## src/rv_pipe_pkg.sv

```systemverilog
package rv_pipe_pkg;

    // datapath sizes
    localparam int xlen        = 32;
    localparam int reg_addr_w  = 5;
    localparam int dmem_words  = 16;
    localparam int dmem_addr_w = 4;

    // major opcodes of the supported subset
    localparam logic [6:0] op_load  = 7'b0000011;
    localparam logic [6:0] op_store = 7'b0100011;
    localparam logic [6:0] op_reg   = 7'b0110011;
    localparam logic [6:0] op_imm   = 7'b0010011;

    // alu selects, shared by register and immediate forms
    localparam logic [2:0] funct3_add = 3'b000;
    localparam logic [2:0] funct3_xor = 3'b100;
    localparam logic [2:0] funct3_or  = 3'b110;
    localparam logic [2:0] funct3_and = 3'b111;

    // funct7 that turns add into sub
    localparam logic [6:0] funct7_sub = 7'b0100000;

    // one instruction word with two field layouts
    // the I-type immediate sits in the funct7 and rs2 bits of the R view
    typedef union packed {
        struct packed {
            logic [6:0]            funct7;
            logic [reg_addr_w-1:0] rs2;
            logic [reg_addr_w-1:0] rs1;
            logic [2:0]            funct3;
            logic [reg_addr_w-1:0] rd;
            logic [6:0]            opcode;
        } ri;
        // store layout, immediate split around rs1/rs2
        struct packed {
            logic [6:0]            imm_hi;
            logic [reg_addr_w-1:0] rs2;
            logic [reg_addr_w-1:0] rs1;
            logic [2:0]            funct3;
            logic [4:0]            imm_lo;
            logic [6:0]            opcode;
        } s;
    } instr_t;

endpackage

```

## src/decode_stage.sv

```systemverilog
`timescale 1ns/1ps

module decode_stage
    import rv_pipe_pkg::*;
(
    input  logic                  clk,
    input  logic                  rst,
    input  logic                  in_valid,
    input  instr_t                in_instr,
    input  logic                  stall,
    input  logic                  wb_valid,
    input  logic [reg_addr_w-1:0] wb_rd,
    input  logic [xlen-1:0]       wb_data,
    output logic                  in_ready,
    output logic [reg_addr_w-1:0] dec_rs1,
    output logic [reg_addr_w-1:0] dec_rs2,
    output logic [6:0]            dec_opcode,
    output logic                  id_ex_valid,
    output logic [6:0]            id_ex_opcode,
    output logic [2:0]            id_ex_funct3,
    output logic                  id_ex_sub,
    output logic [reg_addr_w-1:0] id_ex_rs1,
    output logic [reg_addr_w-1:0] id_ex_rs2,
    output logic [reg_addr_w-1:0] id_ex_rd,
    output logic                  id_ex_wr_reg_n,
    output logic [xlen-1:0]       id_ex_a,
    output logic [xlen-1:0]       id_ex_b,
    output logic [xlen-1:0]       id_ex_imm
);

    // x1..x31 only since x0 is hardwired
    logic [xlen-1:0] regs [1:2**reg_addr_w-1];
    logic            accept;
    logic            is_reg, is_addi, is_load, is_store;
    logic            use_rs1, use_rs2, writes_rd;
    logic [xlen-1:0] imm_i, imm_s, rd_a, rd_b;

    assign in_ready = ~stall;
    assign accept   = in_valid & in_ready;

    assign dec_opcode = in_instr.ri.opcode;
    assign is_reg     = dec_opcode == op_reg;
    assign is_addi    = dec_opcode == op_imm && in_instr.ri.funct3 == funct3_add;
    assign is_load    = dec_opcode == op_load;
    assign is_store   = dec_opcode == op_store;
    // anything else decodes as a no-op
    assign use_rs1    = is_reg | is_addi | is_load | is_store;
    assign use_rs2    = is_reg | is_store;
    assign writes_rd  = (is_reg | is_addi | is_load) && in_instr.ri.rd != '0;

    // unused sources read as x0 so they never match a hazard
    assign dec_rs1 = (in_valid && use_rs1) ? in_instr.ri.rs1 : '0;
    assign dec_rs2 = (in_valid && use_rs2) ? in_instr.ri.rs2 : '0;

    assign imm_i = {{(xlen-12){in_instr.ri.funct7[6]}}, in_instr.ri.funct7, in_instr.ri.rs2};
    assign imm_s = {{(xlen-12){in_instr.s.imm_hi[6]}}, in_instr.s.imm_hi, in_instr.s.imm_lo};

    // register read bypasses a write-back landing this cycle
    assign rd_a = (dec_rs1 == '0) ? '0 :
                  (wb_valid && wb_rd == dec_rs1) ? wb_data : regs[dec_rs1];
    assign rd_b = (dec_rs2 == '0) ? '0 :
                  (wb_valid && wb_rd == dec_rs2) ? wb_data : regs[dec_rs2];

    always_ff @(posedge clk) begin
        if (rst) begin
            for (int i = 1; i < 2**reg_addr_w; i++) begin
                regs[i] <= '0;
            end
        end else if (wb_valid && wb_rd != '0) begin
            regs[wb_rd] <= wb_data;
        end
    end

    // bubble when stalled or idle
    always_ff @(posedge clk) begin
        if (rst) begin
            id_ex_valid    <= 1'b0;
            id_ex_wr_reg_n <= 1'b1;
        end else begin
            id_ex_valid    <= accept;
            id_ex_wr_reg_n <= ~(accept & writes_rd);
        end
    end

    always_ff @(posedge clk) begin
        id_ex_opcode <= dec_opcode;
        id_ex_funct3 <= in_instr.ri.funct3;
        id_ex_sub    <= is_reg && in_instr.ri.funct7 == funct7_sub;
        id_ex_rs1    <= dec_rs1;
        id_ex_rs2    <= dec_rs2;
        id_ex_rd     <= in_instr.ri.rd;
        id_ex_a      <= rd_a;
        id_ex_b      <= rd_b;
        id_ex_imm    <= is_store ? imm_s : imm_i;
    end

    // a stall needs a real offer and a valid load ahead and lasts one cycle
    a_stall_one_cycle: assert property (@(posedge clk) disable iff (rst)
        stall |-> in_valid && id_ex_valid ##1 !stall);

endmodule

```

## src/stall_detector.sv

```systemverilog
`timescale 1ns/1ps

module stall_detector
    import rv_pipe_pkg::*;
(
    input  logic [reg_addr_w-1:0] dec_rs1,
    input  logic [reg_addr_w-1:0] dec_rs2,
    input  logic [6:0]            dec_opcode,
    input  logic                  id_ex_valid,
    input  logic                  id_ex_wr_reg_n,
    input  logic [reg_addr_w-1:0] id_ex_rd,
    input  logic [6:0]            id_ex_opcode,
    output logic                  stall
);

    logic load_in_ex;
    logic store_in_dec;
    logic rs1_hit;
    logic rs2_hit;

    // only a real load that writes a register can cause a hazard
    // bubbles and rd == x0 loads fall out here
    assign load_in_ex = id_ex_valid && !id_ex_wr_reg_n && id_ex_opcode == op_load;

    assign store_in_dec = dec_opcode == op_store;

    // x0 is never produced, so a zero source never waits
    assign rs1_hit = dec_rs1 != '0 && dec_rs1 == id_ex_rd;
    assign rs2_hit = dec_rs2 != '0 && dec_rs2 == id_ex_rd;

    // load-use rules:
    // - rs1 match always stalls, the address is needed in execute
    // - rs2 match stalls everything except a store
    //   store data catches up from the write-back port in the memory stage
    // alu producers never stall, forwarding covers them
    assign stall = load_in_ex && (rs1_hit || (rs2_hit && !store_in_dec));

endmodule

```

## src/execute_stage.sv

```systemverilog
`timescale 1ns/1ps

module execute_stage
    import rv_pipe_pkg::*;
(
    input  logic                  clk,
    input  logic                  rst,
    input  logic                  id_ex_valid,
    input  logic [6:0]            id_ex_opcode,
    input  logic [2:0]            id_ex_funct3,
    input  logic                  id_ex_sub,
    input  logic [reg_addr_w-1:0] id_ex_rs1,
    input  logic [reg_addr_w-1:0] id_ex_rs2,
    input  logic [reg_addr_w-1:0] id_ex_rd,
    input  logic                  id_ex_wr_reg_n,
    input  logic [xlen-1:0]       id_ex_a,
    input  logic [xlen-1:0]       id_ex_b,
    input  logic [xlen-1:0]       id_ex_imm,
    input  logic                  wb_valid,
    input  logic [reg_addr_w-1:0] wb_rd,
    input  logic [xlen-1:0]       wb_data,
    output logic                  ex_mem_valid,
    output logic [6:0]            ex_mem_opcode,
    output logic [reg_addr_w-1:0] ex_mem_rd,
    output logic                  ex_mem_wr_reg_n,
    output logic [reg_addr_w-1:0] ex_mem_rs2,
    output logic [xlen-1:0]       ex_mem_result,
    output logic [xlen-1:0]       ex_mem_store_data
);

    logic            mem_hit_a, mem_hit_b, wb_hit_a, wb_hit_b, ex_mem_is_load;
    logic [xlen-1:0] op_a, op_b, alu_b, alu_out;

    // producer sitting in the memory stage
    assign ex_mem_is_load = ex_mem_opcode == op_load;
    assign mem_hit_a = ex_mem_valid && !ex_mem_wr_reg_n && id_ex_rs1 != '0
                       && ex_mem_rd == id_ex_rs1;
    assign mem_hit_b = ex_mem_valid && !ex_mem_wr_reg_n && id_ex_rs2 != '0
                       && ex_mem_rd == id_ex_rs2;
    // producer on the write-back port, never x0
    assign wb_hit_a = wb_valid && id_ex_rs1 != '0 && wb_rd == id_ex_rs1;
    assign wb_hit_b = wb_valid && id_ex_rs2 != '0 && wb_rd == id_ex_rs2;

    // newest wins; a load in memory has only its address yet
    assign op_a = (mem_hit_a && !ex_mem_is_load) ? ex_mem_result :
                  wb_hit_a ? wb_data : id_ex_a;
    assign op_b = (mem_hit_b && !ex_mem_is_load) ? ex_mem_result :
                  wb_hit_b ? wb_data : id_ex_b;

    // immediate for addi, lw and sw address
    assign alu_b = (id_ex_opcode == op_reg) ? op_b : id_ex_imm;

    always_comb begin
        case (id_ex_funct3 & {3{id_ex_opcode == op_reg}})
            funct3_xor: alu_out = op_a ^ alu_b;
            funct3_or:  alu_out = op_a | alu_b;
            funct3_and: alu_out = op_a & alu_b;
            default:    alu_out = id_ex_sub ? op_a - alu_b : op_a + alu_b;
        endcase
    end

    always_ff @(posedge clk) begin
        if (rst) begin
            ex_mem_valid    <= 1'b0;
            ex_mem_wr_reg_n <= 1'b1;
        end else begin
            ex_mem_valid    <= id_ex_valid;
            ex_mem_wr_reg_n <= id_ex_wr_reg_n | ~id_ex_valid;
        end
    end

    always_ff @(posedge clk) begin
        ex_mem_opcode     <= id_ex_opcode;
        ex_mem_rd         <= id_ex_rd;
        ex_mem_rs2        <= id_ex_rs2;
        ex_mem_result     <= alu_out;
        // stale if rs2 is a load one ahead, memory stage fixes that
        ex_mem_store_data <= op_b;
    end

    // load data is not ready here, the stall detector must keep users apart
    a_no_load_fwd: assert property (@(posedge clk) disable iff (rst)
        (id_ex_valid && ex_mem_is_load) |->
            !mem_hit_a && !(mem_hit_b && id_ex_opcode != op_store));

endmodule

```

## src/mem_stage.sv

```systemverilog
`timescale 1ns/1ps

module mem_stage
    import rv_pipe_pkg::*;
(
    input  logic                  clk,
    input  logic                  rst,
    input  logic                  ex_mem_valid,
    input  logic [6:0]            ex_mem_opcode,
    input  logic [reg_addr_w-1:0] ex_mem_rd,
    input  logic                  ex_mem_wr_reg_n,
    input  logic [reg_addr_w-1:0] ex_mem_rs2,
    input  logic [xlen-1:0]       ex_mem_result,
    input  logic [xlen-1:0]       ex_mem_store_data,
    output logic                  wb_valid,
    output logic [reg_addr_w-1:0] wb_rd,
    output logic [xlen-1:0]       wb_data
);

    logic [xlen-1:0]        dmem [dmem_words];
    logic [dmem_addr_w-1:0] word;
    logic [xlen-1:0]        store_data;
    logic                   is_load;

    // word index, byte offset dropped
    assign word    = ex_mem_result[dmem_addr_w+1:2];
    assign is_load = ex_mem_opcode == op_load;

    // load right before the store, its data is on the write-back port now
    assign store_data = (wb_valid && ex_mem_rs2 != '0 && wb_rd == ex_mem_rs2) ?
                        wb_data : ex_mem_store_data;

    always_ff @(posedge clk) begin
        if (ex_mem_valid && ex_mem_opcode == op_store) begin
            dmem[word] <= store_data;
        end
    end

    always_ff @(posedge clk) begin
        if (rst) begin
            wb_valid <= 1'b0;
        end else begin
            wb_valid <= ex_mem_valid & ~ex_mem_wr_reg_n;
        end
    end

    // asynchronous read, registered into write-back
    always_ff @(posedge clk) begin
        wb_rd   <= ex_mem_rd;
        wb_data <= is_load ? dmem[word] : ex_mem_result;
    end

    // decode suppresses x0 destinations two stages earlier
    a_no_x0_wb: assert property (@(posedge clk) disable iff (rst)
        wb_valid |-> wb_rd != '0);

endmodule

```

## src/rv_pipe_top.sv

```systemverilog
`timescale 1ns/1ps

module rv_pipe_top
    import rv_pipe_pkg::*;
(
    input  logic                  clk,
    input  logic                  rst,
    input  logic                  in_valid,
    input  instr_t                in_instr,
    output logic                  in_ready,
    output logic                  wb_valid,
    output logic [reg_addr_w-1:0] wb_rd,
    output logic [xlen-1:0]       wb_data
);

    // decode side of the hazard check
    logic                  stall;
    logic [reg_addr_w-1:0] dec_rs1, dec_rs2;
    logic [6:0]            dec_opcode;

    // decode to execute
    logic                  id_ex_valid, id_ex_sub, id_ex_wr_reg_n;
    logic [6:0]            id_ex_opcode;
    logic [2:0]            id_ex_funct3;
    logic [reg_addr_w-1:0] id_ex_rs1, id_ex_rs2, id_ex_rd;
    logic [xlen-1:0]       id_ex_a, id_ex_b, id_ex_imm;

    // execute to memory
    logic                  ex_mem_valid, ex_mem_wr_reg_n;
    logic [6:0]            ex_mem_opcode;
    logic [reg_addr_w-1:0] ex_mem_rd, ex_mem_rs2;
    logic [xlen-1:0]       ex_mem_result, ex_mem_store_data;

    decode_stage decode_stage_i (.*);

    stall_detector stall_detector_i (.*);

    // write-back port feeds forwarding here and the register file in decode
    execute_stage execute_stage_i (.*);

    mem_stage mem_stage_i (.*);

endmodule

```

## config.mk

```make
export PLATFORM = sky130hd
export DESIGN_NAME = rv_pipe_top
export DESIGN_NICKNAME = d
export VERILOG_FILES = /design/src/rv_pipe_pkg.sv /design/src/decode_stage.sv /design/src/stall_detector.sv /design/src/execute_stage.sv /design/src/mem_stage.sv /design/src/rv_pipe_top.sv
export SDC_FILE = /design/constraint.sdc
export NUM_CORES = 2
export LEC_CHECK = 0
export BUFFER_PORTS_ARGS = -buffer_cell sky130_fd_sc_hd__buf_2
export CAP_MARGIN = 20
export CELL_PAD_IN_SITES_DETAIL_PLACEMENT = 0
export CELL_PAD_IN_SITES_GLOBAL_PLACEMENT = 1
export CORE_UTILIZATION = 49
export CTS_CLUSTER_DIAMETER = 120
export DETAILED_ROUTE_END_ITERATION = 7
export GPL_TIMING_DRIVEN = 0
export PLACE_DENSITY = 0.73
export SYNTH_ARGS = -nofsm -noshare
export SYNTH_HDL_FRONTEND = slang
export SYNTH_HIERARCHICAL = 1
export SYNTH_SLANG_ARGS = --single-unit
```

## constraint.sdc

```tcl
create_clock -name clk -period 8.4 [get_ports clk]
set_input_delay 0 -clock clk [delete_from_list [all_inputs] [get_ports clk]]
set_output_delay 0 -clock clk [all_outputs]
set_load 0.05 [all_outputs]
```

==> load_flow_metrics.sql <==
INSERT INTO impl_metrics (metric_group, metric, value, unit) VALUES
('outcome', 'run_status', 'finished, violations left', ''),
('outcome', 'violations', 'max-capacitance violations, max-slew violations', ''),
('logic_synthesis', 'most_frequently_used_flop_master_after_synthesis', 'sky130_fd_sc_hd__edfxtp_1', ''),
('sta', 'hold_violations', '0', ''),
('logic_synthesis', 'synth-adder-area-share', '0.0139', ''),
('worst_setup_path', 'reg2reg_setup_slack', '0.37', 'ns'),
('finish', 'final_core_density', '0.574', ''),
('clock_tree', 'cts_max_path_buffers', '3', ''),
('clock_tree', 'clk_pin_slew_worst_paths', '0.06', 'ns'),
('worst_setup_path', 'cp.required', '9.12', 'ns'),
('clock_tree', 'clock_tree_from_tritoncts', 'built', ''),
('grt', 'grt_antenna_before_repair', '78', ''),
('worst_setup_path', 'worstReg2RegEnd', 'execute_stage_i/ex_mem_result[28]$_DFF_P_', ''),
('clock_tree', 'tritoncts_num_sinks', '1761', ''),
('sta', 'tightest_slew', '1.54', 'ns'),
('routing', 'detail-route-antenna-nets', '0', ''),
('floorplanning', 'die_width', '425', 'um'),
('sta', 'period_minus_slack', '8.03', 'ns'),
('logic_synthesis', 'post_synth_instance_area', '87600', 'um2'),
('hold_path', 'hold_path_end', 'decode_stage_i/id_ex_opcode[3]$_DFF_P_', ''),
('logic_synthesis', 'synth.avg_cell_area', '12.3', 'um2'),
('sta', 'finalHoldWorstSlack', '0.0737', 'ns'),
('sta', 'setup_viol', '0', ''),
('routing', 'routedWlPerCell', '47.2', 'um'),
('routing', 'via_per_inst', '7.47', ''),
('worst_setup_path', 'critical_path.cell_chain', 'xnor2_1, nand4_1, nor2_4, buf_6, mux2i_1, o211ai_1, nand4b_4, nor4_1, a31oi_1, xnor2_1, ha_1, a21o_1, a21o_1, a2111oi_0, o311ai_0, a31oi_1, o21ai_0, nand2_1, nand2b_1, a21oi_1, xor2_1, o21ai_0', ''),
('finish', 'layout.cells.most_common_list', '1536 x sky130_fd_sc_hd__edfxtp_1, 960 x sky130_fd_sc_hd__nor3_1, 572 x sky130_fd_sc_hd__clkbuf_1', ''),
('sta', 'fin_ws', '0.365', 'ns'),
('clock_tree', 'post_cts.repair.setup_buffers', '0', ''),
('sta', 'setup_tns', '0', 'ns'),
('logic_synthesis', 'register_bit_count_reported_by_yosys', '1761', ''),
('logic_synthesis', 'synth_enable_flop_cells', '1536', ''),
('clock_tree', 'clk_tree_root_cell', 'sky130_fd_sc_hd__clkbuf_16', ''),
('clock_tree', 'numCtsBuffers', '190', ''),
('clock_tree', 'clk_latency', '0.88', 'ns'),
('place', 'dpl_worst_slack', '0.790', 'ns'),
('place', 'dpl.hpwl', '360', 'mm'),
('worst_setup_path', 'critical-path-slowest-cell', 'sky130_fd_sc_hd__dfxtp_1', ''),
('sta', 'final.period_utilization', '0.957', ''),
('logic_synthesis', 'post_synthesis_cells', '7105', ''),
('worst_setup_path', 'cp.arrival', '8.75', 'ns'),
('routing', 'dr.pass1.iters', '7', ''),
('worst_setup_path', 'biggest_cell_delay_along_the_critical_path', '0.89', 'ns'),
('routing', 'drcViolationCount', '0', ''),
('power', 'peakVddDrop', '0.220', 'mV'),
('finish', 'syn2layout_area_growth', '15.9', '%'),
('place', 'placed_cells', '9714', ''),
('grt', 'grt_pass1_vias', '69700', ''),
('clock_tree', 'cts_repair_resize_count', '0', ''),
('grt', 'overflow', '0', ''),
('grt', 'grt_util_all_layers', '0.524', ''),
('worst_setup_path', 'path_class', 'reg -> reg', ''),
('finish', 'finalNetCount', '7771', ''),
('logic_synthesis', 'asyncSetResetFlopFracSynth', '0', ''),
('routing', 'drc_marker_count_from_the_first_detailed_route_iteration', '14200', ''),
('floorplanning', 'io_pins', '74', ''),
('logic_synthesis', 'synth-compound-area-share', '0.116', ''),
('logic_synthesis', 'synth-seq-area-share', '0.578', ''),
('sta', 'max_freq', '124', 'MHz'),
('flow_run', 'max-cap-violations', '1', ''),
('power', 'pwr_density_cell', '203', 'nW/um2'),
('place', 'port_buffers', '71', ''),
('sta', 'rsz0062_at_grt', 'no', ''),
('grt', 'first_pass_grt_wire_length', '628', 'mm'),
('finish', 'mostFrequentLayoutCell', 'sky130_fd_sc_hd__edfxtp_1', ''),
('sta', 'slew_hr', '-0.0329', ''),
('worst_setup_path', 'r2r.worst_path.cells', '22', ''),
('floorplanning', 'die_y', '425', 'um'),
('logic_synthesis', 'synth_cell_types', '111', ''),
('worst_setup_path', 'worstPathMaxFanout', '10', ''),
('sta', 'number_of_pins_exceeding_their_max_slew_limit_in_the_final_report', '2', '');
==> final cells by class <==
class,count,area (um2)
Buffer,775,3360
Clock buffer,261,5280
Inverter,125,469
Tap cell,2340,2930
Fill cell,14600,75400
Timing Repair Buffer,311,3800
Multi-Input combinational cell,4475,34000
Antenna cell,58,145
Clock inverter,94,932
Sequential cell,1761,50600
==> state kept, by name, summed over array words and instances (netlist names) <==
| name | count |
|---|---|
| decode_stage_i/id_ex_opcode | 7 |
| decode_stage_i/id_ex_rd | 5 |
| execute_stage_i/ex_mem_wr_reg_n | 1 |
| decode_stage_i/id_ex_rs2 | 5 |
| mem_stage_i/dmem | 512 |
| mem_stage_i/wb_rd | 5 |
| mem_stage_i/wb_data | 32 |
| execute_stage_i/ex_mem_opcode | 7 |
| execute_stage_i/ex_mem_rd | 5 |
| decode_stage_i/id_ex_valid | 1 |
| execute_stage_i/ex_mem_valid | 1 |
| execute_stage_i/ex_mem_store_data | 32 |
| decode_stage_i/id_ex_imm | 12 |
| decode_stage_i/id_ex_wr_reg_n | 1 |
| decode_stage_i/id_ex_b | 32 |
| decode_stage_i/id_ex_funct3 | 3 |
| decode_stage_i/id_ex_sub | 1 |
| decode_stage_i/regs | 1024 |
| decode_stage_i/id_ex_rs1 | 5 |
| decode_stage_i/id_ex_a | 32 |
| mem_stage_i/wb_valid | 1 |
| execute_stage_i/ex_mem_result | 32 |
| execute_stage_i/ex_mem_rs2 | 5 |
==> metal layers <==
metal	track usage	share of wire	wire length, um
met3	0.243	0.17	80300
met2	0.705	0.39	190000
met5	0.0175	0.0014	665
met1	0.648	0.34	165000
met4	0.401	0.095	45800
==> cell usage after synthesis (all sizes together), types with 96 or more instances <==
master  number  area share
dfxtp      225       0.051
o21ai      220       0.013
ha          96       0.014
clkbuf     543       0.023
o221ai     141       0.014
edfxtp    1536        0.53
nand2      421       0.018
nor2       178      0.0077
a21oi      193       0.011
a211oi     168       0.015
buf        232       0.015
mux2i      554       0.063
mux4       188       0.049
nor3       964       0.055
inv        124      0.0053
==> logic make-up (layout without fill, tap and decap cells) <==
logic type | Yosys count | after routing
and+or+nand+nor | 2019 | 2019
muxes | 836 | 836
buffers and inverters | 900 | 1566
adders and majority gates | 97 | 97
AOI/OAI and AO/OA | 1397 | 1397
DFF | 1761 | 1761
other | 1 | 90
xor gates and xnor gates | 94 | 94
==> per-stage QoR <==
step / total power, uW / area, um2
2_1_floorplan: 11000 / 87700
3_3_place_gp: 12000 / 91000
3_5_place_dp: 12100 / 94400
4_1_cts: 20400 / 101000
5_1_grt: 20900 / 101000
6_report: 20600 / 102000
==> report_power, final <==
part / switching [uW] / internal [uW]
clock: 3780 / 4710
sequential: 311 / 9680
combinational: 1530 / 602
==> worst max-delay path by stage <==
stage          cells after the start                                         to                         start
4_1_cts                           22  execute_stage_i/ex_mem_result[30]$_DFF_P_  mem_stage_i/wb_rd[4]$_DFF_P_
3_5_place_dp                      22  execute_stage_i/ex_mem_result[30]$_DFF_P_  mem_stage_i/wb_rd[4]$_DFF_P_
6_report                          22  execute_stage_i/ex_mem_result[28]$_DFF_P_  mem_stage_i/wb_rd[4]$_DFF_P_
2_1_floorplan                     23  execute_stage_i/ex_mem_result[31]$_DFF_P_  mem_stage_i/wb_rd[4]$_DFF_P_
5_1_grt                           23  execute_stage_i/ex_mem_result[31]$_DFF_P_  mem_stage_i/wb_rd[4]$_DFF_P_
3_3_place_gp                       6  decode_stage_i/regs[22][19]$_SDFFCE_PN0P_  mem_stage_i/wb_rd[1]$_DFF_P_
==> worst max-delay path, delay by kind of cell, from the launching register on <==
kind	cells	cell delay, ns
AO/OA/AOI/OAI	10	3.24
buffers and inverters	1	0.24
flip-flops	1	0.89
AND/OR/NAND/NOR	6	1.96
XOR/XNOR	3	0.66
adder cells (fa/ha/maj)	1	0.37
multiplexers	1	0.52
==> what timing repair did <==
action                                  in CTS  in global routing
endpoints found under the hold margin       34                  0
hold buffers                                51                  0
endpoints found under the setup margin       0                  0
Note: power is estimated with default switching activity, not from simulation.
